`src/radio_pkg.sv`:
```
/*
 * Radio core shared definitions
 * Settings bus types, register map, readback selectors and FSM states
 */
`default_nettype none

package radio_pkg;

   localparam int ADDR_W = 8;
   localparam int DATA_W = 32;
   localparam int TIME_W = 64;
   localparam int LEN_W  = 16;

   typedef logic [ADDR_W-1:0] addr_t;
   typedef logic [DATA_W-1:0] data_t;
   typedef logic [TIME_W-1:0] time_t;   // Also the readback word
   typedef logic [LEN_W-1:0]  len_t;

   //////////////////////////////////////////////////////////////////////
   // Settings bus register map
   localparam addr_t SR_TEST        = 8'd21;
   localparam addr_t SR_CODEC_IDLE  = 8'd22;
   localparam addr_t SR_READBACK    = 8'd32;
   localparam addr_t SR_TIME_HI     = 8'd128;
   localparam addr_t SR_TIME_LO     = 8'd129;
   localparam addr_t SR_CMD         = 8'd160;
   localparam addr_t SR_CMD_TIME_HI = 8'd161;
   localparam addr_t SR_CMD_TIME_LO = 8'd162;
   localparam addr_t SR_CNTRL       = 8'd163;
   localparam addr_t SR_CODEWORD0   = 8'd164;
   localparam addr_t SR_CODEWORD1   = 8'd165;

   localparam int CMD_TIMED_BIT   = 31;   // In SR_CMD data
   localparam int CNTRL_ABORT_BIT = 0;    // In SR_CNTRL data

   typedef enum logic [2:0] {
      RB_TEST      = 3'd0,
      RB_TIME      = 3'd1,
      RB_TXRX      = 3'd2,
      RB_STATUS    = 3'd3,
      RB_CODEWORDS = 3'd4
   } rb_sel_e;

   typedef enum logic [1:0] {
      ST_IDLE = 2'd0,
      ST_WAIT = 2'd1,
      ST_RUN  = 2'd2
   } run_state_e;

   // Transmit command as held in the register file
   typedef struct packed {
      logic  timed;
      len_t  len;
      time_t start;
   } tx_cmd_t;

endpackage

`default_nettype wire
```
`src/tx_cmd_if.sv`:
```
/*
 * Transmit command bus
 * Carries command strobe, timing, length and abort level to the run FSM
 */
`timescale 1ns/10ps
`default_nettype none

interface tx_cmd_if;

   logic              cmd_stb;     // One cycle per SR_CMD write
   logic              cmd_timed;
   radio_pkg::len_t   cmd_len;
   radio_pkg::time_t  cmd_time;
   logic              abort;       // Level, holds transmit off

   modport src (
      output cmd_stb, cmd_timed, cmd_len, cmd_time, abort
   );

   modport dst (
      input cmd_stb, cmd_timed, cmd_len, cmd_time, abort
   );

endinterface

`default_nettype wire

```
`src/radio_core_top.sv`:
```
/*
 * Radio core top level
 * Settings bus, timekeeper and timed transmit burst on one clock
 */
`timescale 1ns/10ps
`default_nettype none

module radio_core_top (
   input  wire                      bus_clk,
   input  wire                      i_rst,
   input  wire                      i_set_stb,
   input  wire radio_pkg::addr_t    i_set_addr,
   input  wire radio_pkg::data_t    i_set_data,
   input  wire radio_pkg::data_t    i_rx,
   output radio_pkg::data_t         o_tx,
   output radio_pkg::time_t         o_rb_data,
   output radio_pkg::time_t         o_vita_time,
   output logic                     o_run_tx
);

   radio_pkg::data_t       test_val;
   radio_pkg::data_t       idle_val;
   radio_pkg::data_t       cw0;
   radio_pkg::data_t       cw1;
   radio_pkg::rb_sel_e     rb_sel;
   radio_pkg::run_state_e  run_state;
   radio_pkg::len_t        load_len;
   radio_pkg::len_t        remaining;
   logic                   load;
   logic                   last;

   tx_cmd_if cmd_bus ();

   //////////////////////////////////////////////////////////////////////
   // Settings and time
   settings_regs u_settings_regs (
      .bus_clk    (bus_clk),
      .i_rst      (i_rst),
      .i_set_stb  (i_set_stb),
      .i_set_addr (i_set_addr),
      .i_set_data (i_set_data),
      .o_cmd      (cmd_bus.src),
      .o_test     (test_val),
      .o_idle     (idle_val),
      .o_cw0      (cw0),
      .o_cw1      (cw1),
      .o_rb_sel   (rb_sel)
   );

   timekeeper u_timekeeper (
      .bus_clk     (bus_clk),
      .i_rst       (i_rst),
      .i_set_stb   (i_set_stb),
      .i_set_addr  (i_set_addr),
      .i_set_data  (i_set_data),
      .o_vita_time (o_vita_time)
   );

   //////////////////////////////////////////////////////////////////////
   // Transmit path
   tx_run_fsm u_tx_run_fsm (
      .bus_clk     (bus_clk),
      .i_rst       (i_rst),
      .i_cmd       (cmd_bus.dst),
      .i_vita_time (o_vita_time),
      .i_last      (last),
      .o_state     (run_state),
      .o_load      (load),
      .o_len       (load_len),
      .o_run       (o_run_tx)
   );

   sample_counter u_sample_counter (
      .bus_clk     (bus_clk),
      .i_rst       (i_rst),
      .i_load      (load),
      .i_len       (load_len),
      .i_run       (o_run_tx),
      .o_remaining (remaining),
      .o_last      (last)
   );

   tx_sample_source u_tx_sample_source (
      .bus_clk (bus_clk),
      .i_rst   (i_rst),
      .i_run   (o_run_tx),
      .i_cw0   (cw0),
      .i_cw1   (cw1),
      .i_idle  (idle_val),
      .o_tx    (o_tx)
   );

   readback_mux u_readback_mux (
      .i_rb_sel    (rb_sel),
      .i_test      (test_val),
      .i_cw0       (cw0),
      .i_cw1       (cw1),
      .i_tx        (o_tx),
      .i_rx        (i_rx),     // Only seen through readback
      .i_vita_time (o_vita_time),
      .i_state     (run_state),
      .i_remaining (remaining),
      .o_rb_data   (o_rb_data)
   );

endmodule

`default_nettype wire

```
`src/readback_mux.sv`:
```
/*
 * Readback multiplexer
 * Picks the 64-bit readback word from the readback address
 */
`timescale 1ns/10ps
`default_nettype none

module readback_mux (
   input  wire radio_pkg::rb_sel_e     i_rb_sel,
   input  wire radio_pkg::data_t       i_test,
   input  wire radio_pkg::data_t       i_cw0,
   input  wire radio_pkg::data_t       i_cw1,
   input  wire radio_pkg::data_t       i_tx,
   input  wire radio_pkg::data_t       i_rx,
   input  wire radio_pkg::time_t       i_vita_time,
   input  wire radio_pkg::run_state_e  i_state,
   input  wire radio_pkg::len_t        i_remaining,
   output radio_pkg::time_t            o_rb_data
);

   always_comb begin
      case (i_rb_sel)
         radio_pkg::RB_TEST:      o_rb_data = {32'd0, i_test};
         radio_pkg::RB_TIME:      o_rb_data = i_vita_time;
         radio_pkg::RB_TXRX:      o_rb_data = {i_tx, i_rx};
         radio_pkg::RB_STATUS:    o_rb_data = {46'd0, i_state, i_remaining};   // FSM status
         radio_pkg::RB_CODEWORDS: o_rb_data = {i_cw1, i_cw0};
         default:                 o_rb_data = '0;
      endcase
   end

endmodule

`default_nettype wire

```
`src/tx_sample_source.sv`:
```
/*
 * Transmit sample source
 * Alternates the two codewords during a run, idle value otherwise
 */
`timescale 1ns/10ps
`default_nettype none

module tx_sample_source (
   input  wire                      bus_clk,
   input  wire                      i_rst,
   input  wire                      i_run,
   input  wire radio_pkg::data_t    i_cw0,
   input  wire radio_pkg::data_t    i_cw1,
   input  wire radio_pkg::data_t    i_idle,
   output radio_pkg::data_t         o_tx
);

   logic phase;   // 0 selects codeword0

   always_ff @(posedge bus_clk) begin
      if (i_rst) begin
         phase <= 1'b0;
         o_tx  <= '0;
      end else begin
         // Each burst restarts on codeword0
         phase <= i_run ? ~phase : 1'b0;

         if (i_run)
            o_tx <= phase ? i_cw1 : i_cw0;
         else
            o_tx <= i_idle;
      end
   end

endmodule

`default_nettype wire

```
`src/sample_counter.sv`:
```
/*
 * Burst sample counter
 * Counts down the samples left in the current burst
 */
`timescale 1ns/10ps
`default_nettype none

module sample_counter (
   input  wire                      bus_clk,
   input  wire                      i_rst,
   input  wire                      i_load,
   input  wire radio_pkg::len_t     i_len,
   input  wire                      i_run,
   output radio_pkg::len_t          o_remaining,
   output logic                     o_last
);

   always_ff @(posedge bus_clk) begin
      if (i_rst)
         o_remaining <= '0;
      else if (i_load)
         o_remaining <= i_len;
      else if (i_run)
         o_remaining <= o_remaining - 16'd1;   // One per run cycle
   end

   // Final sample of the burst is under way
   assign o_last = (o_remaining == 16'd1);

endmodule

`default_nettype wire

```
`src/tx_run_fsm.sv`:
```
/*
 * Transmit run FSM
 * Accepts a command when idle, waits for its start time if timed,
 * then runs the burst until the last sample or an abort
 */
`timescale 1ns/10ps
`default_nettype none

module tx_run_fsm (
   input  wire                      bus_clk,
   input  wire                      i_rst,
   tx_cmd_if.dst                    i_cmd,
   input  wire radio_pkg::time_t    i_vita_time,
   input  wire                      i_last,
   output radio_pkg::run_state_e    o_state,
   output logic                     o_load,
   output radio_pkg::len_t          o_len,
   output logic                     o_run
);

   radio_pkg::run_state_e state_nxt;
   radio_pkg::time_t      start_q;
   logic                  accept;
   logic                  due_now;    // Against the incoming command
   logic                  due_wait;   // Against the latched start

   // Zero length and abort both mean no burst
   assign accept   = i_cmd.cmd_stb && !i_cmd.abort && (o_state == radio_pkg::ST_IDLE) &&
                     (i_cmd.cmd_len != '0);
   assign due_now  = (i_vita_time >= i_cmd.cmd_time);
   assign due_wait = (i_vita_time >= start_q);

   always_comb begin
      state_nxt = o_state;
      if (i_cmd.abort) begin
         state_nxt = radio_pkg::ST_IDLE;
      end else begin
         case (o_state)
            radio_pkg::ST_IDLE:
               if (accept)
                  state_nxt = (i_cmd.cmd_timed && !due_now) ? radio_pkg::ST_WAIT
                                                            : radio_pkg::ST_RUN;
            radio_pkg::ST_WAIT:
               if (due_wait) state_nxt = radio_pkg::ST_RUN;
            radio_pkg::ST_RUN:
               if (i_last) state_nxt = radio_pkg::ST_IDLE;
            default: state_nxt = radio_pkg::ST_IDLE;
         endcase
      end
   end

   always_ff @(posedge bus_clk) begin
      if (i_rst) begin
         o_state <= radio_pkg::ST_IDLE;
         start_q <= '0;
      end else begin
         o_state <= state_nxt;
         if (accept) start_q <= i_cmd.cmd_time;
      end
   end

   assign o_load = accept;                       // Counter takes the length now
   assign o_len  = i_cmd.cmd_len;
   assign o_run  = (o_state == radio_pkg::ST_RUN);

endmodule

`default_nettype wire

```
`src/timekeeper.sv`:
```
/*
 * Timekeeper
 * Free running 64-bit time, loaded from the settings bus
 */
`timescale 1ns/10ps
`default_nettype none

module timekeeper (
   input  wire                      bus_clk,
   input  wire                      i_rst,
   input  wire                      i_set_stb,
   input  wire radio_pkg::addr_t    i_set_addr,
   input  wire radio_pkg::data_t    i_set_data,
   output radio_pkg::time_t         o_vita_time
);

   radio_pkg::data_t time_hi_pend;   // Held until the low word arrives

   always_ff @(posedge bus_clk) begin
      if (i_rst) begin
         time_hi_pend <= '0;
         o_vita_time  <= '0;
      end else begin
         if (i_set_stb && (i_set_addr == radio_pkg::SR_TIME_HI))
            time_hi_pend <= i_set_data;

         // Low word write commits the full time
         if (i_set_stb && (i_set_addr == radio_pkg::SR_TIME_LO))
            o_vita_time <= {time_hi_pend, i_set_data};
         else
            o_vita_time <= o_vita_time + 64'd1;
      end
   end

endmodule

`default_nettype wire

```
`src/settings_regs.sv`:
```
/*
 * Settings register file
 * Decodes settings bus writes into configuration values and
 * the transmit command strobe
 */
`timescale 1ns/10ps
`default_nettype none

module settings_regs (
   input  wire                      bus_clk,
   input  wire                      i_rst,
   input  wire                      i_set_stb,
   input  wire radio_pkg::addr_t    i_set_addr,
   input  wire radio_pkg::data_t    i_set_data,
   tx_cmd_if.src                    o_cmd,
   output radio_pkg::data_t         o_test,
   output radio_pkg::data_t         o_idle,
   output radio_pkg::data_t         o_cw0,
   output radio_pkg::data_t         o_cw1,
   output radio_pkg::rb_sel_e       o_rb_sel
);

   radio_pkg::tx_cmd_t cmd_q;
   logic               cmd_stb_q;
   logic               abort_q;

   //////////////////////////////////////////////////////////////////////
   // Register writes
   always_ff @(posedge bus_clk) begin
      if (i_rst) begin
         o_test    <= '0;
         o_idle    <= '0;
         o_cw0     <= '0;
         o_cw1     <= '0;
         o_rb_sel  <= radio_pkg::RB_TEST;
         cmd_q     <= '0;
         cmd_stb_q <= 1'b0;
         abort_q   <= 1'b0;
      end else begin
         cmd_stb_q <= 1'b0;   // Strobe lasts one cycle
         if (i_set_stb) begin
            case (i_set_addr)
               radio_pkg::SR_TEST:       o_test <= i_set_data;
               radio_pkg::SR_CODEC_IDLE: o_idle <= i_set_data;
               radio_pkg::SR_READBACK:   o_rb_sel <= radio_pkg::rb_sel_e'(i_set_data[2:0]);
               radio_pkg::SR_CMD: begin
                  cmd_q.timed <= i_set_data[radio_pkg::CMD_TIMED_BIT];
                  cmd_q.len   <= i_set_data[radio_pkg::LEN_W-1:0];
                  cmd_stb_q   <= 1'b1;
               end
               radio_pkg::SR_CMD_TIME_HI: cmd_q.start[63:32] <= i_set_data;
               radio_pkg::SR_CMD_TIME_LO: cmd_q.start[31:0]  <= i_set_data;
               radio_pkg::SR_CNTRL:      abort_q <= i_set_data[radio_pkg::CNTRL_ABORT_BIT];
               radio_pkg::SR_CODEWORD0:  o_cw0 <= i_set_data;
               radio_pkg::SR_CODEWORD1:  o_cw1 <= i_set_data;
               default: ;   // Other addresses are not ours
            endcase
         end
      end
   end

   // Command bus toward the run FSM
   assign o_cmd.cmd_stb   = cmd_stb_q;
   assign o_cmd.cmd_timed = cmd_q.timed;
   assign o_cmd.cmd_len   = cmd_q.len;
   assign o_cmd.cmd_time  = cmd_q.start;
   assign o_cmd.abort     = abort_q;

endmodule

`default_nettype wire

```
`config.mk`:
```
export PLATFORM = sky130hd
export DESIGN_NAME = radio_core_top
export DESIGN_NICKNAME = d
export VERILOG_FILES = /design/src/radio_pkg.sv /design/src/tx_cmd_if.sv /design/src/radio_core_top.sv /design/src/readback_mux.sv /design/src/tx_sample_source.sv /design/src/sample_counter.sv /design/src/tx_run_fsm.sv /design/src/timekeeper.sv /design/src/settings_regs.sv
export SDC_FILE = /design/constraint.sdc
export NUM_CORES = 1
export LEC_CHECK = 0
export ABC_CLOCK_PERIOD_IN_PS = 4100
export BUFFER_PORTS_ARGS = -buffer_cell sky130_fd_sc_hd__buf_2
export CAP_MARGIN = 20
export CORE_MARGIN = 10
export CORE_UTILIZATION = 30
export DETAILED_ROUTE_END_ITERATION = 16
export GPL_TIMING_DRIVEN = 0
export PLACE_DENSITY = 0.5
export REMOVE_ABC_BUFFERS = 1
export SLEW_MARGIN = 20
export SYNTH_ARGS = -nofsm -noshare
export SYNTH_HDL_FRONTEND = slang
export SYNTH_SLANG_ARGS = --single-unit
```
`constraint.sdc`:
```
create_clock -name bus_clk -period 4.1 [get_ports bus_clk]
set_input_delay 1.025 -clock bus_clk [delete_from_list [all_inputs] [get_ports bus_clk]]
set_output_delay 1.025 -clock bus_clk [all_outputs]
set_load 0.05 [all_outputs]
```
==> results of run 1 <==
==> worst min-delay path: stages (launching register included) <==
cell                      delay (ns)
sky130_fd_sc_hd__dfxtp_1        0.30
sky130_fd_sc_hd__nand2_1        0.05
sky130_fd_sc_hd__a21oi_1        0.05
==> logic make-up (layout without fill, tap and decap cells) <==
logic type | after synthesis | after routing | share of synthesized area
AND/OR/NAND/NOR | 1098 | 1098 | 0.220
flip-flops | 425 | 425 | 0.397
buffers and inverters | 348 | 516 | 0.0635
XOR/XNOR | 51 | 51 | 0.0208
AO/OA/AOI/OAI | 682 | 682 | 0.190
multiplexers | 68 | 68 | 0.0318
adder cells (fa/ha/maj) | 131 | 131 | 0.0765
==> registers in the layout, indices dropped and copies added, names as in the netlist <==
signal and cells:
u_timekeeper.time_hi_pend 32, u_timekeeper.o_vita_time 64, u_tx_run_fsm.start_q 64, u_settings_regs.o_cmd.cmd_stb 1, u_settings_regs.o_cw1 32, u_tx_sample_source.phase 1
u_settings_regs.o_cmd.abort 1, u_sample_counter.o_remaining 16, u_settings_regs.o_idle 32, u_settings_regs.o_cmd.cmd_timed 1, u_settings_regs.o_test 32, u_settings_regs.o_cmd.cmd_len 16
u_tx_sample_source.o_tx 32, u_settings_regs.o_rb_sel 3, u_tx_run_fsm.o_state 2, u_settings_regs.o_cmd.cmd_time 64, u_settings_regs.o_cw0 32
==> metal layers <==
metal / share of wire / vias up
met1: 0.45 / 9394
met4: 0.018 / 6
met2: 0.48 / 441
li1: - / 9837
met5: 0.00040 / -
met3: 0.048 / 93
==> Yosys cell counts, drive strengths merged (21+ instances only) <==
| library cell | n |
|---|---|
| nand4 | 38 |
| a22oi | 33 |
| xor2 | 32 |
| ha | 131 |
| nand2 | 747 |
| clkbuf | 193 |
| inv | 137 |
| a211oi | 93 |
| o21ai | 104 |
| dfxtp | 425 |
| a21oi | 367 |
| nor2 | 163 |
| mux2i | 68 |
| and3 | 21 |
| nand3 | 35 |
==> worst paths after layout <==
path	start	to	cells past startpoint
setup / recovery	u_settings_regs.o_rb_sel[0]	o_rb_data[42]	8
hold / removal	u_settings_regs.o_test[24]	u_settings_regs.o_test[24]	2
setup reg to reg	u_timekeeper.o_vita_time[23]	u_tx_run_fsm.o_state[0]	7
hold reg to reg	u_settings_regs.o_test[24]	u_settings_regs.o_test[24]	2
==> metrics by stage <==
| stage | utilization | instances | setup TNS [ns] | hold slack (ns) | worst slack, ns |
|---|---|---|---|---|---|
| after global routing | 0.365 | 3911 | 0 | 0.469 | 0.0286 |
| after CTS | 0.365 | 3909 | 0 | 0.450 | 0.00522 |
| after detailed placement | 0.338 | 3812 | 0 | 0.446 | 0.0244 |
| final | 0.365 | 3911 | 0 | 0.451 | 0.112 |
| after floorplan | - | 2593 | -67.34 | 0.430 | -1.13 |
| after global placement | 0.326 | 3768 | -1797.64 | 0.443 | -6.81 |
==> where the power goes <==
part / switching (mW) / internal, mW / total (mW)
Sequential: 0.0126 / 4.13 / 4.15
Combinational: 0.217 / 0.0752 / 0.292
Clock: 1.90 / 3.04 / 4.94
Total: 2.13 / 7.25 / 9.38
==> what timing repair did <==
| item | 4_1_cts | 5_1_grt |
|---|---|---|
| setup endpoints to repair | 44 | 15 |
| buffers inserted | 4 | 2 |
| gates cloned | 0 | 0 |
| gates resized for setup | 2 | 2 |
==> cell type report <==
type	count	area, µm²
clock buffer	80	1600
inverter	138	532
fill	7534	44700
clock inverter	13	218
timing repair buffer	285	1990
multi-input combinational	2030	11700
tap	940	1180
sequential	425	8520
==> insert_results.sql, run 1 <==
INSERT INTO impl_metrics (metric_group, metric, value, unit) VALUES
('status', 'run_status', 'complete, no violations', ''),
('worst_setup_path', 'crit_path_kind', 'flip-flop to output port', ''),
('synthesis', 'syn_area_per_cell', '7.65', 'µm²'),
('floorplanning', 'vertical_extent_of_the_die', '287', 'µm'),
('worst_setup_path', 'timing.critical_path.to_type', 'output port', ''),
('placement', 'place.port_buffers', '235', ''),
('placement', 'dpl-instance-area', '23800', 'µm²'),
('worst_setup_path', 'worst_ep_required_time', '3.07', 'ns'),
('synthesis', 'synth-seq-area-share', '0.397', ''),
('synthesis', 'synth_cell_types', '73', ''),
('worst_setup_path', 'critical-path-slowest-cell', 'sky130_fd_sc_hd__dfxtp_4', ''),
('detailed_routing', 'num_vias', '19800', ''),
('placement', 'final_replace_weighted_congestion', '0.797', ''),
('sta', 'slew-limit-headroom', '0.318', ''),
('grt', 'grt_max_usage_layer', 'met2', ''),
('power_and_ir_drop', 'powerDensity', '365', 'nW/µm²'),
('sta', 'finalMaxSlewViolations', '0', ''),
('worst_setup_path', 'critical-path-top-cell-by-count', 'sky130_fd_sc_hd__buf_4', ''),
('worst_setup_path', 'start_kind', 'flip-flop', ''),
('sta', 'final_min_period_over_clock_period', '0.973', ''),
('cells_and_area', 'finalInstanceArea', '25700', 'µm²'),
('sta', 'max_freq', '251', 'MHz'),
('synthesis', 'synthDominantCellAreaShare', '0.397', ''),
('cells_and_area', 'post_route_cells_drive_above_1_share', '0.143', ''),
('clock_tree', 'post_cts_hold_buffer_count', '0', ''),
('clock_tree', 'clock_latency_on_the_worst_skew_pair', '0.60', 'ns'),
('detailed_routing', 'vias_per_cell', '5.06', ''),
('sta', 'setup_viol', '0', ''),
('clock_tree', 'numCtsBuffers', '52', ''),
('floorplanning', 'core_area', '70400', 'µm²'),
('detailed_routing', 'routed_wire_length_per_instance', '21.5', 'µm'),
('worst_setup_path', 'timing.critical_path.cells', 'buf_12 > nor3b_4 > buf_4 > buf_4 > buf_4 > nand2_1 > o21ai_0 > buf_2', ''),
('detailed_routing', 'detail_route.iter0.violations', '1257', ''),
('clock_tree', 'clk_transition_reported_paths', '0.06', 'ns'),
('worst_setup_path', 'critPathMaxStageDelay', '0.58', 'ns'),
('synthesis', 'synth_seq_cells', '425', ''),
('grt', 'grt_pass1_vias', '19000', ''),
('clock_tree', 'clock_sinks', '425', ''),
('synthesis', 'synthesis.instances', '2803', ''),
('detailed_routing', 'post-route-drc-count', '0', ''),
('grt', 'global_route.overflow_total', '0', ''),
('synthesis', 'postSynth.topFlopCell', 'sky130_fd_sc_hd__dfxtp_1', ''),
('worst_setup_path', 'path_buf_inv', '5', ''),
('job', 'maxCapViolations', '0', ''),
('sta', 'tightestPinTransition', '1.01', 'ns'),
('sta', 'grt_setup_unrepaired', 'false', ''),
('floorplanning', 'io-pin-count', '236', ''),
('floorplanning', 'die_x', '287', 'µm'),
('synthesis', 'cell_types_with_the_largest_area_share_after_synthesis', 'sky130_fd_sc_hd__dfxtp_1 (40%), sky130_fd_sc_hd__nand2_1 (13%), sky130_fd_sc_hd__a21oi_1 (8.6%), sky130_fd_sc_hd__ha_1 (7.6%), sky130_fd_sc_hd__mux2i_1 (3.2%)', ''),
('synthesis', 'synth-edff-count', '0', ''),
('grt', 'grt_use_total', '0.198', ''),
('detailed_routing', 'total_iterations_of_the_first_detailed_routing_run', '5', ''),
('cells_and_area', 'layout_commonest_cell', 'sky130_fd_sc_hd__nand2_1', ''),
('synthesis', 'synth_warnings', '0', ''),
('clock_tree', 'clock_tree.htree_level_count', '2', ''),
('worst_setup_path', 'cp_data_arrival_time', '2.96', 'ns'),
('cells_and_area', 'layout_common_cells', 'sky130_fd_sc_hd__nand2_1 (741), sky130_fd_sc_hd__dfxtp_1 (421), sky130_fd_sc_hd__a21oi_1 (367), sky130_fd_sc_hd__buf_2 (234), sky130_fd_sc_hd__nor2_1 (161)', ''),
('sta', 'report.final.hold_viol_count', '0', ''),
('floorplanning', 'floorplan.rows', '97', ''),
('min_path', 'hold_path_class', 'flip-flop to flip-flop', ''),
('clock_tree', 'max-clock-path-buffers', '3', ''),
('sta', 'post_route_minimum_period', '3.99', 'ns'),
('synthesis', 'mappedNetlistArea', '21400', 'µm²'),
('floorplanning', 'die_area', '82500', 'µm²'),
('clock_tree', 'cts_tree', 'built', ''),
('grt', 'grt_max_degree', '119', ''),
('worst_setup_path', 'worst-r2r-setup-slack', '0.46', 'ns'),
('cells_and_area', 'antenna_cells', '0', ''),
('grt', 'global_route.usage.met1', '0.255', ''),
('grt', 'grt.met2_usage', '0.339', ''),
('clock_tree', 'cts.root.buffer_cell', 'sky130_fd_sc_hd__clkbuf_16', '');
No activity file was read; power rests on OpenSTA's default activity.
==> inputs of run 2 (changes only) <==
- CAP_MARGIN: 20 -> 25
- PLACE_DENSITY: 0.5 -> 0.57
==> run 2 against run 1 <==
  * Via count rose by 1.0%
  * Clock power fell by 2%
  * Routed wire length fell by 2.6%
  * Setup slack improved by 0.036 ns
  * Global-route usage fell by 0.70 points
  * Sequential power barely moved
  * Flip-flop and latch count did not move
  * Largest power group unchanged
  * Non-clock buffer count did not move
  * Cell count rose by 0.10%
  * Clock-buffer cell count fell by 14
  * Highest routed layer unchanged
  * Maximum frequency rose by 0.92%
==> insert_results.sql, run 2 (synthesis gave the netlist of run 1 again) <==
INSERT INTO impl_metrics (metric_group, metric, value, unit) VALUES
('clock_tree', 'clk_transition_reported_paths', '0.06', 'ns'),
('detailed_routing', 'total_iterations_of_the_first_detailed_routing_run', '5', ''),
('detailed_routing', 'routed_wire_length_per_instance', '20.9', 'µm'),
('sta', 'post_route_minimum_period', '3.95', 'ns'),
('worst_setup_path', 'critical_path.top_delay_family', 'buffers and inverters', ''),
('sta', 'slew-limit-headroom', '0.363', ''),
('worst_setup_path', 'worst_path_fanout_max', '29', ''),
('sta', 'timing.final.ws_setup', '0.149', 'ns'),
('grt', 'grt_pass1_vias', '18700', ''),
('grt', 'grt_max_degree', '119', ''),
('cells_and_area', 'finalInstanceArea', '25700', 'µm²'),
('power_and_ir_drop', 'irDropWorstVdd', '0.298', 'mV'),
('grt', 'global_route.overflow_total', '0', ''),
('placement', 'hpwl', '58.6', 'mm'),
('placement', 'place.port_buffers', '235', ''),
('worst_setup_path', 'timing.critical_path.cells', 'buf_16 > nor2b_4 > buf_4 > a22oi_1 > o21ai_0 > buf_2', ''),
('cells_and_area', 'post_route_cells_drive_above_1_share', '0.145', ''),
('worst_setup_path', 'critPathMaxStageDelay', '0.55', 'ns'),
('clock_tree', 'clock_sinks', '425', ''),
('worst_setup_path', 'cp_data_arrival_time', '2.93', 'ns'),
('placement', 'final_replace_weighted_congestion', '0.830', ''),
('clock_tree', 'clock_latency_on_the_worst_skew_pair', '0.62', 'ns'),
('power_and_ir_drop', 'cellLeakagePower', '9.39', 'nW'),
('detailed_routing', 'detail_route.wirelength', '81.9', 'mm'),
('sta', 'final_min_period_over_clock_period', '0.964', ''),
('sta', 'grt_setup_unrepaired', 'false', ''),
('detailed_routing', 'detail_route.iter0.violations', '1528', ''),
('placement', 'dpl-instance-area', '23800', 'µm²'),
('clock_tree', 'clock_tree.htree_level_count', '2', ''),
('detailed_routing', 'num_vias', '20000', ''),
('sta', 'tightestPinTransition', '0.949', 'ns'),
('floorplanning', 'io-pin-count', '236', ''),
('sta', 'finalMaxSlewViolations', '0', ''),
('worst_setup_path', 'crit_path_kind', 'flip-flop to output port', ''),
('sta', 'setup_viol', '0', ''),
('power_and_ir_drop', 'powerDensity', '361', 'nW/µm²'),
('floorplanning', 'floorplan.initialDensity', '0.304', ''),
('sta', 'timing.clock.skew', '0.0203', 'ns'),
('worst_setup_path', 'start_kind', 'flip-flop', ''),
('cells_and_area', 'design.final.nets', '3137', ''),
('cells_and_area', 'syn2layout_area_growth', '19.8', '%'),
('worst_setup_path', 'critical-path-slowest-cell', 'sky130_fd_sc_hd__dfxtp_4', ''),
('sta', 'max_freq', '253', 'MHz'),
('worst_setup_path', 'worst_ep_required_time', '3.07', 'ns'),
('grt', 'grt_pass1_wl', '121', 'mm'),
('clock_tree', 'max-clock-path-buffers', '3', ''),
('min_path', 'hold_path_class', 'flip-flop to flip-flop', ''),
('sta', 'report.final.hold_viol_count', '0', ''),
('floorplanning', 'die_area', '82500', 'µm²'),
('detailed_routing', 'vias_per_cell', '5.10', ''),
('job', 'maxCapViolations', '0', ''),
('floorplanning', 'floorplan.rows', '97', ''),
('worst_setup_path', 'path_buf_inv', '3', ''),
('cells_and_area', 'layout_common_cells', 'sky130_fd_sc_hd__nand2_1 (741), sky130_fd_sc_hd__dfxtp_1 (421), sky130_fd_sc_hd__a21oi_1 (367), sky130_fd_sc_hd__buf_2 (234), sky130_fd_sc_hd__nor2_1 (162)', ''),
('placement', 'dp_slack', '0.0296', 'ns'),
('clock_tree', 'cts.root.buffer_cell', 'sky130_fd_sc_hd__clkbuf_16', ''),
('detailed_routing', 'ant_nets_after_route', '0', ''),
('grt', 'grt_use_total', '0.191', ''),
('cells_and_area', 'layout_commonest_cell', 'sky130_fd_sc_hd__nand2_1', ''),
('cells_and_area', 'layout_filler_cell_count', '7412', ''),
('worst_setup_path', 'timing.critical_path.to_type', 'output port', ''),
('clock_tree', 'cts_tree', 'built', ''),
('floorplanning', 'core_area', '70400', 'µm²'),
('grt', 'antenna_found_initial', '1', ''),
('floorplanning', 'vertical_extent_of_the_die', '287', 'µm'),
('detailed_routing', 'post-route-drc-count', '0', ''),
('clock_tree', 'numCtsBuffers', '51', ''),
('status', 'run_status', 'complete, no violations', ''),
('floorplanning', 'die_x', '287', 'µm');
[run 2: worst paths after layout]
| path | cells after the start | end | from | slack (ns) |
|---|---|---|---|---|
| setup / recovery | 6 | o_rb_data[42] | u_settings_regs.o_rb_sel[1] | 0.15 |
| hold reg to reg | 2 | u_tx_run_fsm.start_q[15] | u_tx_run_fsm.start_q[15] | 0.45 |
| setup reg to reg | 7 | u_tx_run_fsm.o_state[0] | u_timekeeper.o_vita_time[23] | 0.45 |
| hold / removal | 2 | u_tx_run_fsm.start_q[15] | u_tx_run_fsm.start_q[15] | 0.45 |
[run 2: per-layer routing]
metal  vias up  track usage  part of all wire
met5         -            0           0.00012
met4         2       0.0423             0.018
met3        88       0.0290             0.053
met2       496        0.319              0.47
met1      9559        0.254              0.46
li1       9830            -                 -
[run 2: final cells by class]
cell class	count	area, µm²	share of cell area
clock buffers	66	1410	0.0550
well taps	940	1180	0.0458
clock inverters	30	359	0.0140
inverters	138	523	0.0204
repair buffers	285	2010	0.0784
flip-flops and latches	425	8520	0.332
multi-input cells	2030	11700	0.454
diodes	1	2.50	0.0000974
[run 2: power breakdown]
| group | internal, mW | switching (mW) |
|---|---|---|
| sequential | 4.13 | 0.0126 |
| combinational | 0.0753 | 0.222 |
| clock | 2.88 | 1.94 |
[run 2: worst reg2reg max path, cell delays in order, from the launching register on]
cell and delay, ns:
sky130_fd_sc_hd__dfxtp_1 0.74, sky130_fd_sc_hd__ha_1 0.36, sky130_fd_sc_hd__and4_1 0.28, sky130_fd_sc_hd__a221oi_1 0.68
sky130_fd_sc_hd__o221ai_1 0.50, sky130_fd_sc_hd__a2111oi_0 0.50, sky130_fd_sc_hd__nor2_1 0.12, sky130_fd_sc_hd__a2111oi_1 0.37
[run 2: stage by stage]
step            util  TNS [ns]  hold WS [ns]  std cells  total power [mW]
6_report       0.365         0         0.451       3915              9.27
5_1_grt        0.365         0         0.469       3914              9.52
4_1_cts        0.365         0         0.455       3913              9.35
3_5_place_dp   0.339         0         0.446       3814              4.53
3_3_place_gp   0.326  -1761.28         0.442       3768              4.52
2_1_floorplan      -    -67.34         0.430       2593              4.31
[run 2: what timing repair did]
action,in CTS,in global routing
resized for setup,2,1
endpoints found under the hold margin,0,0
endpoints found under the setup margin,23,12
buffers inserted,3,1
pin swaps,0,1
hold buffers,0,0
